<file path="src/design/pic_pkg.sv">
// Interrupt controller definitions

package pic_pkg;

   localparam int NUM_SOURCES = 32;                  // Source 0 reserved
   localparam int PRIO_BITS   = 4;
   localparam int ID_BITS     = 5;
   localparam int TREE_LEVELS = $clog2(NUM_SOURCES);  // Compare stages in the tree

   typedef logic [PRIO_BITS-1:0]   prio_t;
   typedef logic [ID_BITS-1:0]     src_id_t;
   typedef logic [NUM_SOURCES-1:0] src_vec_t;

   localparam prio_t MAX_PRIO = prio_t'(15);

   // Register map, low half of the base is zero
   localparam logic [31:0] PIC_BASE_ADDR    = 32'hF00C_0000;
   localparam logic [31:0] PRIORITY_OFFSET  = 32'h0000_0000;
   localparam logic [31:0] PENDING_OFFSET   = 32'h0000_1000;
   localparam logic [31:0] ENABLE_OFFSET    = 32'h0000_2000;
   localparam logic [31:0] CONFIG_OFFSET    = 32'h0000_3000;
   localparam logic [31:0] GW_CONFIG_OFFSET = 32'h0000_4000;
   localparam logic [31:0] GW_CLEAR_OFFSET  = 32'h0000_5000;

   typedef enum logic [2:0] {
      REG_NONE,
      REG_PRIORITY,
      REG_PENDING,     // Read only
      REG_ENABLE,
      REG_CONFIG,
      REG_GW_CONFIG,
      REG_GW_CLEAR     // Write only
   } region_t;

endpackage

</file>
<file path="src/design/pic_access_if.sv">
// Decoded register access

`timescale 1ns/1ps

interface pic_access_if import pic_pkg::*; ();

   logic        rd_stb;      // Single cycle, no back-pressure
   logic        wr_stb;
   region_t     rd_region;
   region_t     wr_region;
   src_id_t     rd_index;
   src_id_t     wr_index;
   logic [31:0] wr_data;
   logic        bypass;      // Read and write hit the same address

   modport decode (
      output rd_stb, wr_stb, rd_region, wr_region,
      output rd_index, wr_index, wr_data, bypass
   );

   modport regs (
      input rd_stb, wr_stb, rd_region, wr_region,
      input rd_index, wr_index, wr_data, bypass
   );

endinterface

</file>
<file path="src/design/pic_cfg_if.sv">
// Per-source configuration

`timescale 1ns/1ps

interface pic_cfg_if import pic_pkg::*; ();

   prio_t [NUM_SOURCES-1:0] src_prio;   // Stored priority per source
   src_vec_t                enable;
   src_vec_t                gw_polarity;  // 1 means active low
   src_vec_t                gw_type;      // 1 means latched edge
   src_vec_t                gw_clear;     // One cycle pulse
   logic                    reverse_order;

   modport regs (
      output src_prio, enable, gw_polarity, gw_type, gw_clear, reverse_order
   );

   modport sink (
      input src_prio, enable, gw_polarity, gw_type, gw_clear, reverse_order
   );

endinterface

</file>
<file path="src/design/pic_access_decode.sv">
// Register access decoder

`timescale 1ns/1ps

module pic_access_decode import pic_pkg::*; (
   input  logic             clk,
   input  logic             reset,
   input  logic [31:0]      picm_rdaddr,
   input  logic [31:0]      picm_wraddr,
   input  logic [31:0]      picm_wr_data,
   input  logic             picm_wren,
   input  logic             picm_rden,
   pic_access_if.decode     acc
);

   logic        rden_q, wren_q;
   logic [31:0] rdaddr_q, wraddr_q, wr_data_q;

   // Priority, enable and gateway regions span 32 words, pending one group
   function automatic region_t decode_region(input logic [31:0] addr);
      region_t region;
      region = REG_NONE;
      if (addr[31:16] == PIC_BASE_ADDR[31:16]) begin
         if (addr[15:7] == PRIORITY_OFFSET[15:7])        region = REG_PRIORITY;
         else if (addr[15:6] == PENDING_OFFSET[15:6])    region = REG_PENDING;
         else if (addr[15:7] == ENABLE_OFFSET[15:7])     region = REG_ENABLE;
         else if (addr[15:2] == CONFIG_OFFSET[15:2])     region = REG_CONFIG;
         else if (addr[15:7] == GW_CONFIG_OFFSET[15:7])  region = REG_GW_CONFIG;
         else if (addr[15:7] == GW_CLEAR_OFFSET[15:7])   region = REG_GW_CLEAR;
      end
      return region;
   endfunction

   // Pending uses the group select, only group 0 exists
   function automatic src_id_t decode_index(input logic [31:0] addr, input region_t region);
      return (region == REG_PENDING) ? src_id_t'(addr[5:2]) : addr[6:2];
   endfunction

   ////////////////////////////////////////////////////////////////////////////
   // Request capture
   always_ff @(posedge clk) begin
      if (reset) begin
         rden_q <= 1'b0;
         wren_q <= 1'b0;
      end else begin
         rden_q <= picm_rden;
         wren_q <= picm_wren;
      end
   end

   always_ff @(posedge clk) begin
      if (picm_rden) rdaddr_q <= picm_rdaddr;
      if (picm_wren) begin
         wraddr_q  <= picm_wraddr;
         wr_data_q <= picm_wr_data;
      end
   end

   assign acc.rd_stb    = rden_q;
   assign acc.wr_stb    = wren_q;
   assign acc.rd_region = decode_region(rdaddr_q);
   assign acc.wr_region = decode_region(wraddr_q);
   assign acc.rd_index  = decode_index(rdaddr_q, acc.rd_region);
   assign acc.wr_index  = decode_index(wraddr_q, acc.wr_region);
   assign acc.wr_data   = wr_data_q;
   assign acc.bypass    = rden_q & wren_q & (rdaddr_q == wraddr_q);  // Same word in flight

endmodule

</file>
<file path="src/design/pic_reg_file.sv">
// Configuration register file

`timescale 1ns/1ps

module pic_reg_file import pic_pkg::*; (
   input  logic          clk,
   input  logic          reset,
   pic_access_if.regs    acc,
   input  src_vec_t      pending,       // Gateway outputs
   output logic [31:0]   picm_rd_data,
   pic_cfg_if.regs       cfg
);

   prio_t [NUM_SOURCES-1:0] prio_q;
   src_vec_t                enable_q;
   src_vec_t                polarity_q;
   src_vec_t                type_q;
   logic                    reverse_q;
   logic                    wr_src;        // Write to a real source
   logic [31:0]             rd_data;

   assign wr_src = acc.wr_stb & (acc.wr_index != '0);

   ////////////////////////////////////////////////////////////////////////////
   // Register writes, source 0 never written
   always_ff @(posedge clk) begin
      if (reset) begin
         prio_q     <= '0;
         enable_q   <= '0;
         polarity_q <= '0;
         type_q     <= '0;
         reverse_q  <= 1'b0;
      end else begin
         if (wr_src && acc.wr_region == REG_PRIORITY)
            prio_q[acc.wr_index] <= acc.wr_data[PRIO_BITS-1:0];
         if (wr_src && acc.wr_region == REG_ENABLE)
            enable_q[acc.wr_index] <= acc.wr_data[0];
         if (wr_src && acc.wr_region == REG_GW_CONFIG) begin
            polarity_q[acc.wr_index] <= acc.wr_data[0];
            type_q[acc.wr_index]     <= acc.wr_data[1];
         end
         if (acc.wr_stb && acc.wr_region == REG_CONFIG)
            reverse_q <= acc.wr_data[0];    // Bit 0 reverses priority order
      end
   end

   // Clear pulse lives for the cycle after the request
   always_comb begin
      cfg.gw_clear = '0;
      if (wr_src && acc.wr_region == REG_GW_CLEAR)
         cfg.gw_clear[acc.wr_index] = 1'b1;
   end

   assign cfg.src_prio      = prio_q;
   assign cfg.enable        = enable_q;
   assign cfg.gw_polarity   = polarity_q;
   assign cfg.gw_type       = type_q;
   assign cfg.reverse_order = reverse_q;

   ////////////////////////////////////////////////////////////////////////////
   // Read data
   always_comb begin
      rd_data = '0;
      if (acc.rd_stb) begin
         case (acc.rd_region)
            REG_PRIORITY:  rd_data = 32'(prio_q[acc.rd_index]);
            REG_PENDING:   if (acc.rd_index == '0) rd_data = 32'(pending);
            REG_ENABLE:    rd_data = 32'(enable_q[acc.rd_index]);
            REG_CONFIG:    rd_data = 32'(reverse_q);
            REG_GW_CONFIG: rd_data = {30'b0, type_q[acc.rd_index], polarity_q[acc.rd_index]};
            default:       rd_data = '0;   // Clear region and unmapped
         endcase
      end
   end

   assign picm_rd_data = acc.bypass ? acc.wr_data : rd_data;

endmodule

</file>
<file path="src/design/pic_gateway.sv">
// Interrupt source gateway

`timescale 1ns/1ps

module pic_gateway (
   input  logic clk,
   input  logic reset,
   input  logic req,          // Asynchronous request
   input  logic polarity,     // 1 means active low
   input  logic latch_type,   // 1 means latched edge
   input  logic clear,
   output logic active
);

   logic [1:0] sync_q;
   logic       req_lvl;
   logic       pend_q;

   // Two flop synchronizer
   always_ff @(posedge clk) begin
      if (reset) sync_q <= '0;
      else       sync_q <= {sync_q[0], req};
   end

   assign req_lvl = sync_q[1] ^ polarity;

   // Held until cleared, request wins over a same-cycle clear
   always_ff @(posedge clk) begin
      if (reset)
         pend_q <= 1'b0;
      else
         pend_q <= latch_type & (req_lvl | (pend_q & ~clear));
   end

   assign active = req_lvl | (latch_type & pend_q);

endmodule

</file>
<file path="src/design/pic_priority_tree.sv">
// Gateways and priority tree

`timescale 1ns/1ps

module pic_priority_tree import pic_pkg::*; (
   input  logic       clk,
   input  logic       reset,
   input  src_vec_t   extintsrc_req,
   pic_cfg_if.sink    cfg,
   output src_vec_t   pending,
   output src_id_t    win_id,
   output prio_t      win_prio
);

   prio_t   [TREE_LEVELS:0][NUM_SOURCES-1:0] lvl_prio;
   src_id_t [TREE_LEVELS:0][NUM_SOURCES-1:0] lvl_id;

   for (genvar i = 0; i < NUM_SOURCES; i++) begin : g_src
      if (i == 0) begin : g_reserved
         assign pending[i] = 1'b0;
      end else begin : g_gw
         pic_gateway gw_i (
            .clk        (clk),
            .reset      (reset),
            .req        (extintsrc_req[i]),
            .polarity   (cfg.gw_polarity[i]),
            .latch_type (cfg.gw_type[i]),
            .clear      (cfg.gw_clear[i]),
            .active     (pending[i])
         );
      end

      // Effective priority, zero when idle or masked
      assign lvl_prio[0][i] = (pending[i] & cfg.enable[i]) ?
                              (cfg.reverse_order ? ~cfg.src_prio[i] : cfg.src_prio[i]) : '0;
      assign lvl_id[0][i]   = src_id_t'(i);
   end

   ////////////////////////////////////////////////////////////////////////////
   // Compare and select, ties keep the lower id
   for (genvar l = 0; l < TREE_LEVELS; l++) begin : g_lvl
      for (genvar m = 0; m < NUM_SOURCES; m++) begin : g_cmp
         if (m < (NUM_SOURCES >> (l + 1))) begin : g_node
            logic b_wins;
            assign b_wins          = lvl_prio[l][2*m] < lvl_prio[l][2*m+1];
            assign lvl_prio[l+1][m] = b_wins ? lvl_prio[l][2*m+1] : lvl_prio[l][2*m];
            assign lvl_id[l+1][m]   = b_wins ? lvl_id[l][2*m+1]   : lvl_id[l][2*m];
         end else begin : g_pad
            assign lvl_prio[l+1][m] = '0;   // Past the end of this level
            assign lvl_id[l+1][m]   = '0;
         end
      end
   end

   assign win_id   = lvl_id[TREE_LEVELS][0];
   assign win_prio = lvl_prio[TREE_LEVELS][0];

endmodule

</file>
<file path="src/design/pic_claim.sv">
// Claim and threshold stage

`timescale 1ns/1ps

module pic_claim import pic_pkg::*; (
   input  logic      clk,
   input  logic      reset,
   input  src_id_t   win_id,
   input  prio_t     win_prio,     // Effective, in tree order
   input  prio_t     meipt,
   input  prio_t     meicurpl,
   pic_cfg_if.sink   cfg,
   output src_id_t   claimid,
   output prio_t     pl,
   output logic      mexintpend,
   output logic      mhwakeup
);

   prio_t pl_d;
   prio_t meipt_eff;
   prio_t meicurpl_eff;
   prio_t top_lvl;
   logic  mexintpend_d;
   logic  mhwakeup_d;

   // Back to software order for reporting
   assign pl_d = cfg.reverse_order ? ~win_prio : win_prio;

   // Thresholds moved into tree order
   assign meipt_eff    = cfg.reverse_order ? ~meipt : meipt;
   assign meicurpl_eff = cfg.reverse_order ? ~meicurpl : meicurpl;
   assign mexintpend_d = (win_prio > meipt_eff) & (win_prio > meicurpl_eff);

   assign top_lvl    = cfg.reverse_order ? '0 : MAX_PRIO;
   assign mhwakeup_d = (pl_d == top_lvl);

   ////////////////////////////////////////////////////////////////////////////
   // Output registers
   always_ff @(posedge clk) begin
      if (reset) begin
         claimid    <= '0;
         pl         <= '0;
         mexintpend <= 1'b0;
         mhwakeup   <= 1'b0;
      end else begin
         claimid    <= win_id;
         pl         <= pl_d;
         mexintpend <= mexintpend_d;
         mhwakeup   <= mhwakeup_d;
      end
   end

endmodule

</file>
<file path="src/design/pic_ctrl.sv">
// Interrupt controller top

`timescale 1ns/1ps

module pic_ctrl import pic_pkg::*; (
   input  logic        clk,
   input  logic        reset,
   input  src_vec_t    extintsrc_req,   // Raw interrupt requests
   input  logic [31:0] picm_rdaddr,
   input  logic [31:0] picm_wraddr,
   input  logic [31:0] picm_wr_data,
   input  logic        picm_wren,
   input  logic        picm_rden,
   input  prio_t       meicurpl,        // Current priority level
   input  prio_t       meipt,           // Priority threshold
   output logic        mexintpend,
   output src_id_t     claimid,
   output prio_t       pl,
   output logic [31:0] picm_rd_data,
   output logic        mhwakeup
);

   src_vec_t pending;
   src_id_t  win_id;
   prio_t    win_prio;

   pic_access_if acc_if ();
   pic_cfg_if    cfg_if ();

   pic_access_decode decode_i (
      .clk          (clk),
      .reset        (reset),
      .picm_rdaddr  (picm_rdaddr),
      .picm_wraddr  (picm_wraddr),
      .picm_wr_data (picm_wr_data),
      .picm_wren    (picm_wren),
      .picm_rden    (picm_rden),
      .acc          (acc_if.decode)
   );

   pic_reg_file regs_i (
      .clk          (clk),
      .reset        (reset),
      .acc          (acc_if.regs),
      .pending      (pending),
      .picm_rd_data (picm_rd_data),
      .cfg          (cfg_if.regs)
   );

   pic_priority_tree tree_i (
      .clk           (clk),
      .reset         (reset),
      .extintsrc_req (extintsrc_req),
      .cfg           (cfg_if.sink),
      .pending       (pending),
      .win_id        (win_id),
      .win_prio      (win_prio)
   );

   pic_claim claim_i (
      .clk        (clk),
      .reset      (reset),
      .win_id     (win_id),
      .win_prio   (win_prio),
      .meipt      (meipt),
      .meicurpl   (meicurpl),
      .cfg        (cfg_if.sink),
      .claimid    (claimid),
      .pl         (pl),
      .mexintpend (mexintpend),
      .mhwakeup   (mhwakeup)
   );

endmodule

</file>
<file path="config.mk">
export PLATFORM = sky130hd
export DESIGN_NAME = pic_ctrl
export DESIGN_NICKNAME = d
export VERILOG_FILES = /design/src/design/pic_pkg.sv /design/src/design/pic_access_if.sv /design/src/design/pic_cfg_if.sv /design/src/design/pic_access_decode.sv /design/src/design/pic_reg_file.sv /design/src/design/pic_gateway.sv /design/src/design/pic_priority_tree.sv /design/src/design/pic_claim.sv /design/src/design/pic_ctrl.sv
export SDC_FILE = /design/constraint.sdc
export NUM_CORES = 1
export LEC_CHECK = 0
export ABC_CLOCK_PERIOD_IN_PS = 10900
export BUFFER_PORTS_ARGS = -buffer_cell sky130_fd_sc_hd__buf_2
export CORE_MARGIN = 3
export CORE_UTILIZATION = 60
export DETAILED_ROUTE_END_ITERATION = 8
export PLACE_DENSITY = 0.77
export SKIP_CTS_REPAIR_TIMING = 1
export SLEW_MARGIN = 20
export SYNTH_ARGS = -nofsm -noshare
export SYNTH_HDL_FRONTEND = slang
export SYNTH_SLANG_ARGS = --single-unit
</file>
<file path="constraint.sdc">
create_clock -name clk -period 10.9 [get_ports clk]
set_clock_uncertainty 0.1 [all_clocks]
set_input_delay 2.18 -clock clk [delete_from_list [all_inputs] [get_ports clk]]
set_output_delay 2.18 -clock clk [all_outputs]
set_load 0.05 [all_outputs]
</file>
==> run summary <==
The run finished with clean final reports. The remaining number of nets flagged by the antenna check after routing came out at 0. On the worst path, the slowest cell contributes a delay of 0.95 ns. The overall fraction of global-route tracks in use is 32.0%. Dividing total power by cell area gives a power density of 121 mW/mm². The net count reported at finish is 3,421. Counting flops with an async set or reset pin after synthesis yields a share of 0%. From left edge to right edge, the die measures 215 µm. For flop-to-flop paths, the worst setup slack is 1.18 ns. The weighted congestion at the end of routability-driven global placement is 0.930. Once the floorplan was initialized, standard cells occupied 60.9% of the core.

The worst-path maximum fanout came out at 59. Yosys printed 0 warnings. The pin count of the biggest net entering global routing came out at 152. The register bit count reported by yosys came out at 427. The data arrival time of the critical path came out at 10.10 ns. The clock passes through at most 3 buffers. The kind of end point of the critical path is a flop.

The top achievable clock speed is 103 MHz. The combinational share of power is 6.0%. In this run the critical register-to-register path is captured at claim_i.mexintpend. The first global-routing pass estimated 120 mm of wire. The final routed wire length divided by cell count came out at 20.3 µm. The cell that appears most often on the critical path is sky130_fd_sc_hd__ha_1.

The cell area that synthesis handed to floorplanning was 0.0263 mm². The number of max-cap violations came out at 0. The clock-pin slew on the worst setup and hold paths came out at 0.07 ns. The number of buffer cells added on primary ports is 181. Of the total synthesized cell area, the portion taken by AND, OR, NAND and NOR gates is 22.2%. The relative contribution of the clock network to total power is 45.5%.

The fraction of power spent switching nets is 24.1%. The setup TNS after final layout is 0 ns. The number of pins with negative max-slew slack in the final report is 0. The number of instances in the synthesized netlist came out at 3,099. The antenna diode count is 0. The minimum period implied by the final worst setup slack is 9.72 ns. The area growth from synthesis to layout came out at 9.88%. The arithmetic-cell share of the synthesized area counting full adders, half adders and majority gates came out at 5.66%. The number of top-level pins is 183.

The critical path starts at regs_i.cfg.reverse_order. By area, the combinational part of the netlist is dominated by simple AND/OR/NAND/NOR gates. Using the TritonRoute via totals, the vias-per-cell ratio works out to 6.27.

The final route contains 23,745 vias. The fraction of the mapped netlist area in compound gates came out at 17.7%. The worst path uses 89.2% of the clock period. The height of the die is 215 µm. The start of the worst register-to-register path is regs_i.cfg.reverse_order. The first TritonRoute pass finished after 6 iterations. TritonCTS built the clock tree. The post-detailed-placement half-perimeter wirelength came out at 54.4 mm. The worst setup path endpoint is claim_i.mexintpend. The routed wire length is 76.9 mm. The die covers 0.0464 mm². The xor and xnor area share after synthesis is 6.58%. The initial detailed-routing violation count is 2,825. For the pin with the worst max-slew slack, the measured transition is 1.11 ns. Setup repair after global routing left no endpoint under its margin. In the synthesized netlist the dominant register cell turns out to be sky130_fd_sc_hd__dfxtp_1. The internal portion of the total power is 2650 µW.

The number of different library cells used by synthesis comes to 105. At the later pin of the worst-skew pair, clock insertion delay measures 0.59 ns. The worst setup path category is reg -> reg. Of the cells placed in the final design, the portion with a size suffix greater than 1 is 13.0%. The worst voltage drop across the vdd grid is 210 µV. The worst setup path is launched from a flop. CTS placed an instance of sky130_fd_sc_hd__clkbuf_16 at the clock tree root. The worst endpoint required time is 11.28 ns. The leakage power is 0.0112 µW.

The relative contribution of sequential cells to total power came out at 48.5%. The number of flops mapped to enable cells by yosys is 96. The count of cells along the worst register-to-register path came out at 37. The via count of the first global-routing pass is 22,235. The TritonCTS sink count came out at 427. On the critical path, the stage with the largest delay is an instance of sky130_fd_sc_hd__dfxtp_4. The standard cell core area came out at 0.0432 mm². The multiplexer area fraction after synthesis is 7.06%. The analysis attributes to net switching a power of 843 µW. The worst hold path stage count is 1. After detailed routing, the number of remaining DRC violations is 0. The synthesized area per cell came out at 8.48 µm². The floorplan row count is 76.

The path class of the lowest-slack min-delay path is reg -> reg. The total power of the final layout is 3490 µW. Synthesis produced a netlist with a net count of 3,354. Counting the buffers created by CTS gives 45. For this run the aggregate overflow at the end of global routing stands at 0. The initial antenna violation count came out at 1. The worst-case headroom to the max-slew limit came out at 25.7%. The depth of the CTS H-tree is 2.

The sequential element share of the synthesized area is 36.2%. The total of endpoints with negative setup slack in the final report is 0. The number of hold-slack violations in the final timing report is 0.
==> layer usage <==
layer | global-route usage, % | part of all wire [%] | vias to the layer above | wire length [µm]
met4 | 11.9 | 3.8 | 2 | 2950
met2 | 48.6 | 43 | 1259 | 33400
li1 | - | - | 11126 | -
met5 | 0 | 0.013 | - | 10
met3 | 7.32 | 11 | 214 | 8770
met1 | 45.0 | 41 | 11144 | 31900
==> cells in the mapped netlist (all sizes together), types with 11 or more instances <==
cell type  count  share of area (%)
nor3b         28               0.82
mux2i         48                1.9
o21bai        15               0.43
nor2         119                1.7
inv          101                1.4
nand3        244                4.7
o31ai         11               0.33
xnor2         55                1.9
a22o          16               0.53
and2          33               0.79
a311oi        11               0.39
nor2b        105                2.5
ha           115                5.5
a21boi        11               0.33
mux2          13               0.56
nand2b        56                1.3
mux4          54                4.6
o21a          17               0.49
nand4         11               0.26
xor2         140                4.7
clkbuf       138                2.0
o21ai         88                1.7
o22ai         17               0.43
nor4          21               0.52
a31oi         12               0.31
a22oi         11               0.35
nor3          23               0.46
a21oi        351                6.7
dfxtp        331                 25
buf           49                1.2
edfxtp        96                 11
a21o          23               0.66
o211ai        25               0.71
a211oi        27               0.90
nand2        534                7.6
==> sequential cells by signal, indices dropped and copies added (netlist names) <==
register	cells
tree_i.g_src.g_gw.gw_i.sync_q	62
decode_i.acc.rd_stb	1
regs_i.cfg.reverse_order	1
decode_i.rdaddr_q	32
claim_i.claimid	5
claim_i.mhwakeup	1
tree_i.g_src.g_gw.gw_i.pend_q	31
decode_i.acc.wr_stb	1
regs_i.cfg.enable	32
claim_i.mexintpend	1
regs_i.cfg.gw_type	32
decode_i.wraddr_q	32
regs_i.cfg.gw_polarity	32
decode_i.acc.wr_data	32
claim_i.pl	4
regs_i.cfg.src_prio	128
==> kinds of logic after synthesis <==
| family | count (synthesis) |
|---|---|
| adder cells (fa/ha/maj) | 120 |
| AND/OR/NAND/NOR | 1227 |
| buffers and inverters | 288 |
| multiplexers | 115 |
| flip-flops | 427 |
| AO/OA/AOI/OAI | 727 |
| XOR/XNOR | 195 |
==> area by class of cell <==
cell class	count	area (µm²)
sequential	427	9510
clock buffer	61	1270
fill	3423	14300
inverter	101	379
clock inverter	22	255
timing repair buffer	207	1140
multi-input combinational	2384	15600
tap	585	732
==> how the worst min path moves through the flow <==
stage / to / start
2_1_floorplan: tree_i.g_src[10].g_gw.gw_i.sync_q[1] / tree_i.g_src[10].g_gw.gw_i.sync_q[0]
3_3_place_gp: tree_i.g_src[26].g_gw.gw_i.sync_q[1] / tree_i.g_src[26].g_gw.gw_i.sync_q[0]
3_5_place_dp: tree_i.g_src[18].g_gw.gw_i.sync_q[1] / tree_i.g_src[18].g_gw.gw_i.sync_q[0]
4_1_cts: tree_i.g_src[27].g_gw.gw_i.sync_q[1] / tree_i.g_src[27].g_gw.gw_i.sync_q[0]
5_1_grt: tree_i.g_src[27].g_gw.gw_i.sync_q[1] / tree_i.g_src[27].g_gw.gw_i.sync_q[0]
6_report: tree_i.g_src[18].g_gw.gw_i.sync_q[1] / tree_i.g_src[18].g_gw.gw_i.sync_q[0]
==> power by group through the flow <==
stage	Combinational, µW	Sequential, µW	Clock (µW)
3_3_place_gp	198	1720	0
4_1_cts	203	1690	1600
2_1_floorplan	128	1710	0
6_report	209	1690	1590
5_1_grt	220	1700	1670
3_5_place_dp	202	1730	0
==> cell usage in the layout, fill, tap and decap left out, drive strengths merged, types with 15 or more instances in the layout <==
cell and n:
a22o 16, clkbuf 61, nand2b 56, a211oi 27, a21o 23, xor2 140
nand2 534, ha 115, o211ai 25, nor3 23, nor2 119, nor2b 105
mux4 54, nor3b 28, xnor2 55, inv 102, o21ai 88, edfxtp 96
o21a 17, buf 207, o21bai 15, nor4 21, dfxtp 331, mux2i 48
nand3 244, o22ai 17, and2 33, a21oi 351
==> worst max-delay path: cells and delay by family, from the launching register on <==
kind,cells,cell delay (ns)
AO/OA/AOI/OAI,12,2.66
multiplexers,5,1.87
XOR/XNOR,1,0.18
AND/OR/NAND/NOR,10,1.59
flip-flops,1,0.95
adder cells (fa/ha/maj),6,1.67
buffers and inverters,3,0.53
==> per-stage QoR <==
stage,cell area [µm²],hold WS (ns),worst slack [ns],std cells,util [%]
floorplan,26300,0.314,1.54,3099,-
global placement,27300,0.319,1.60,3703,63.3
detailed placement,27300,0.322,1.33,3703,63.3
CTS,28900,0.335,1.27,3786,66.9
global route,28900,0.343,0.430,3787,66.9
finish,28900,0.331,1.18,3787,66.9
Power figures use the tool's default switching activity.
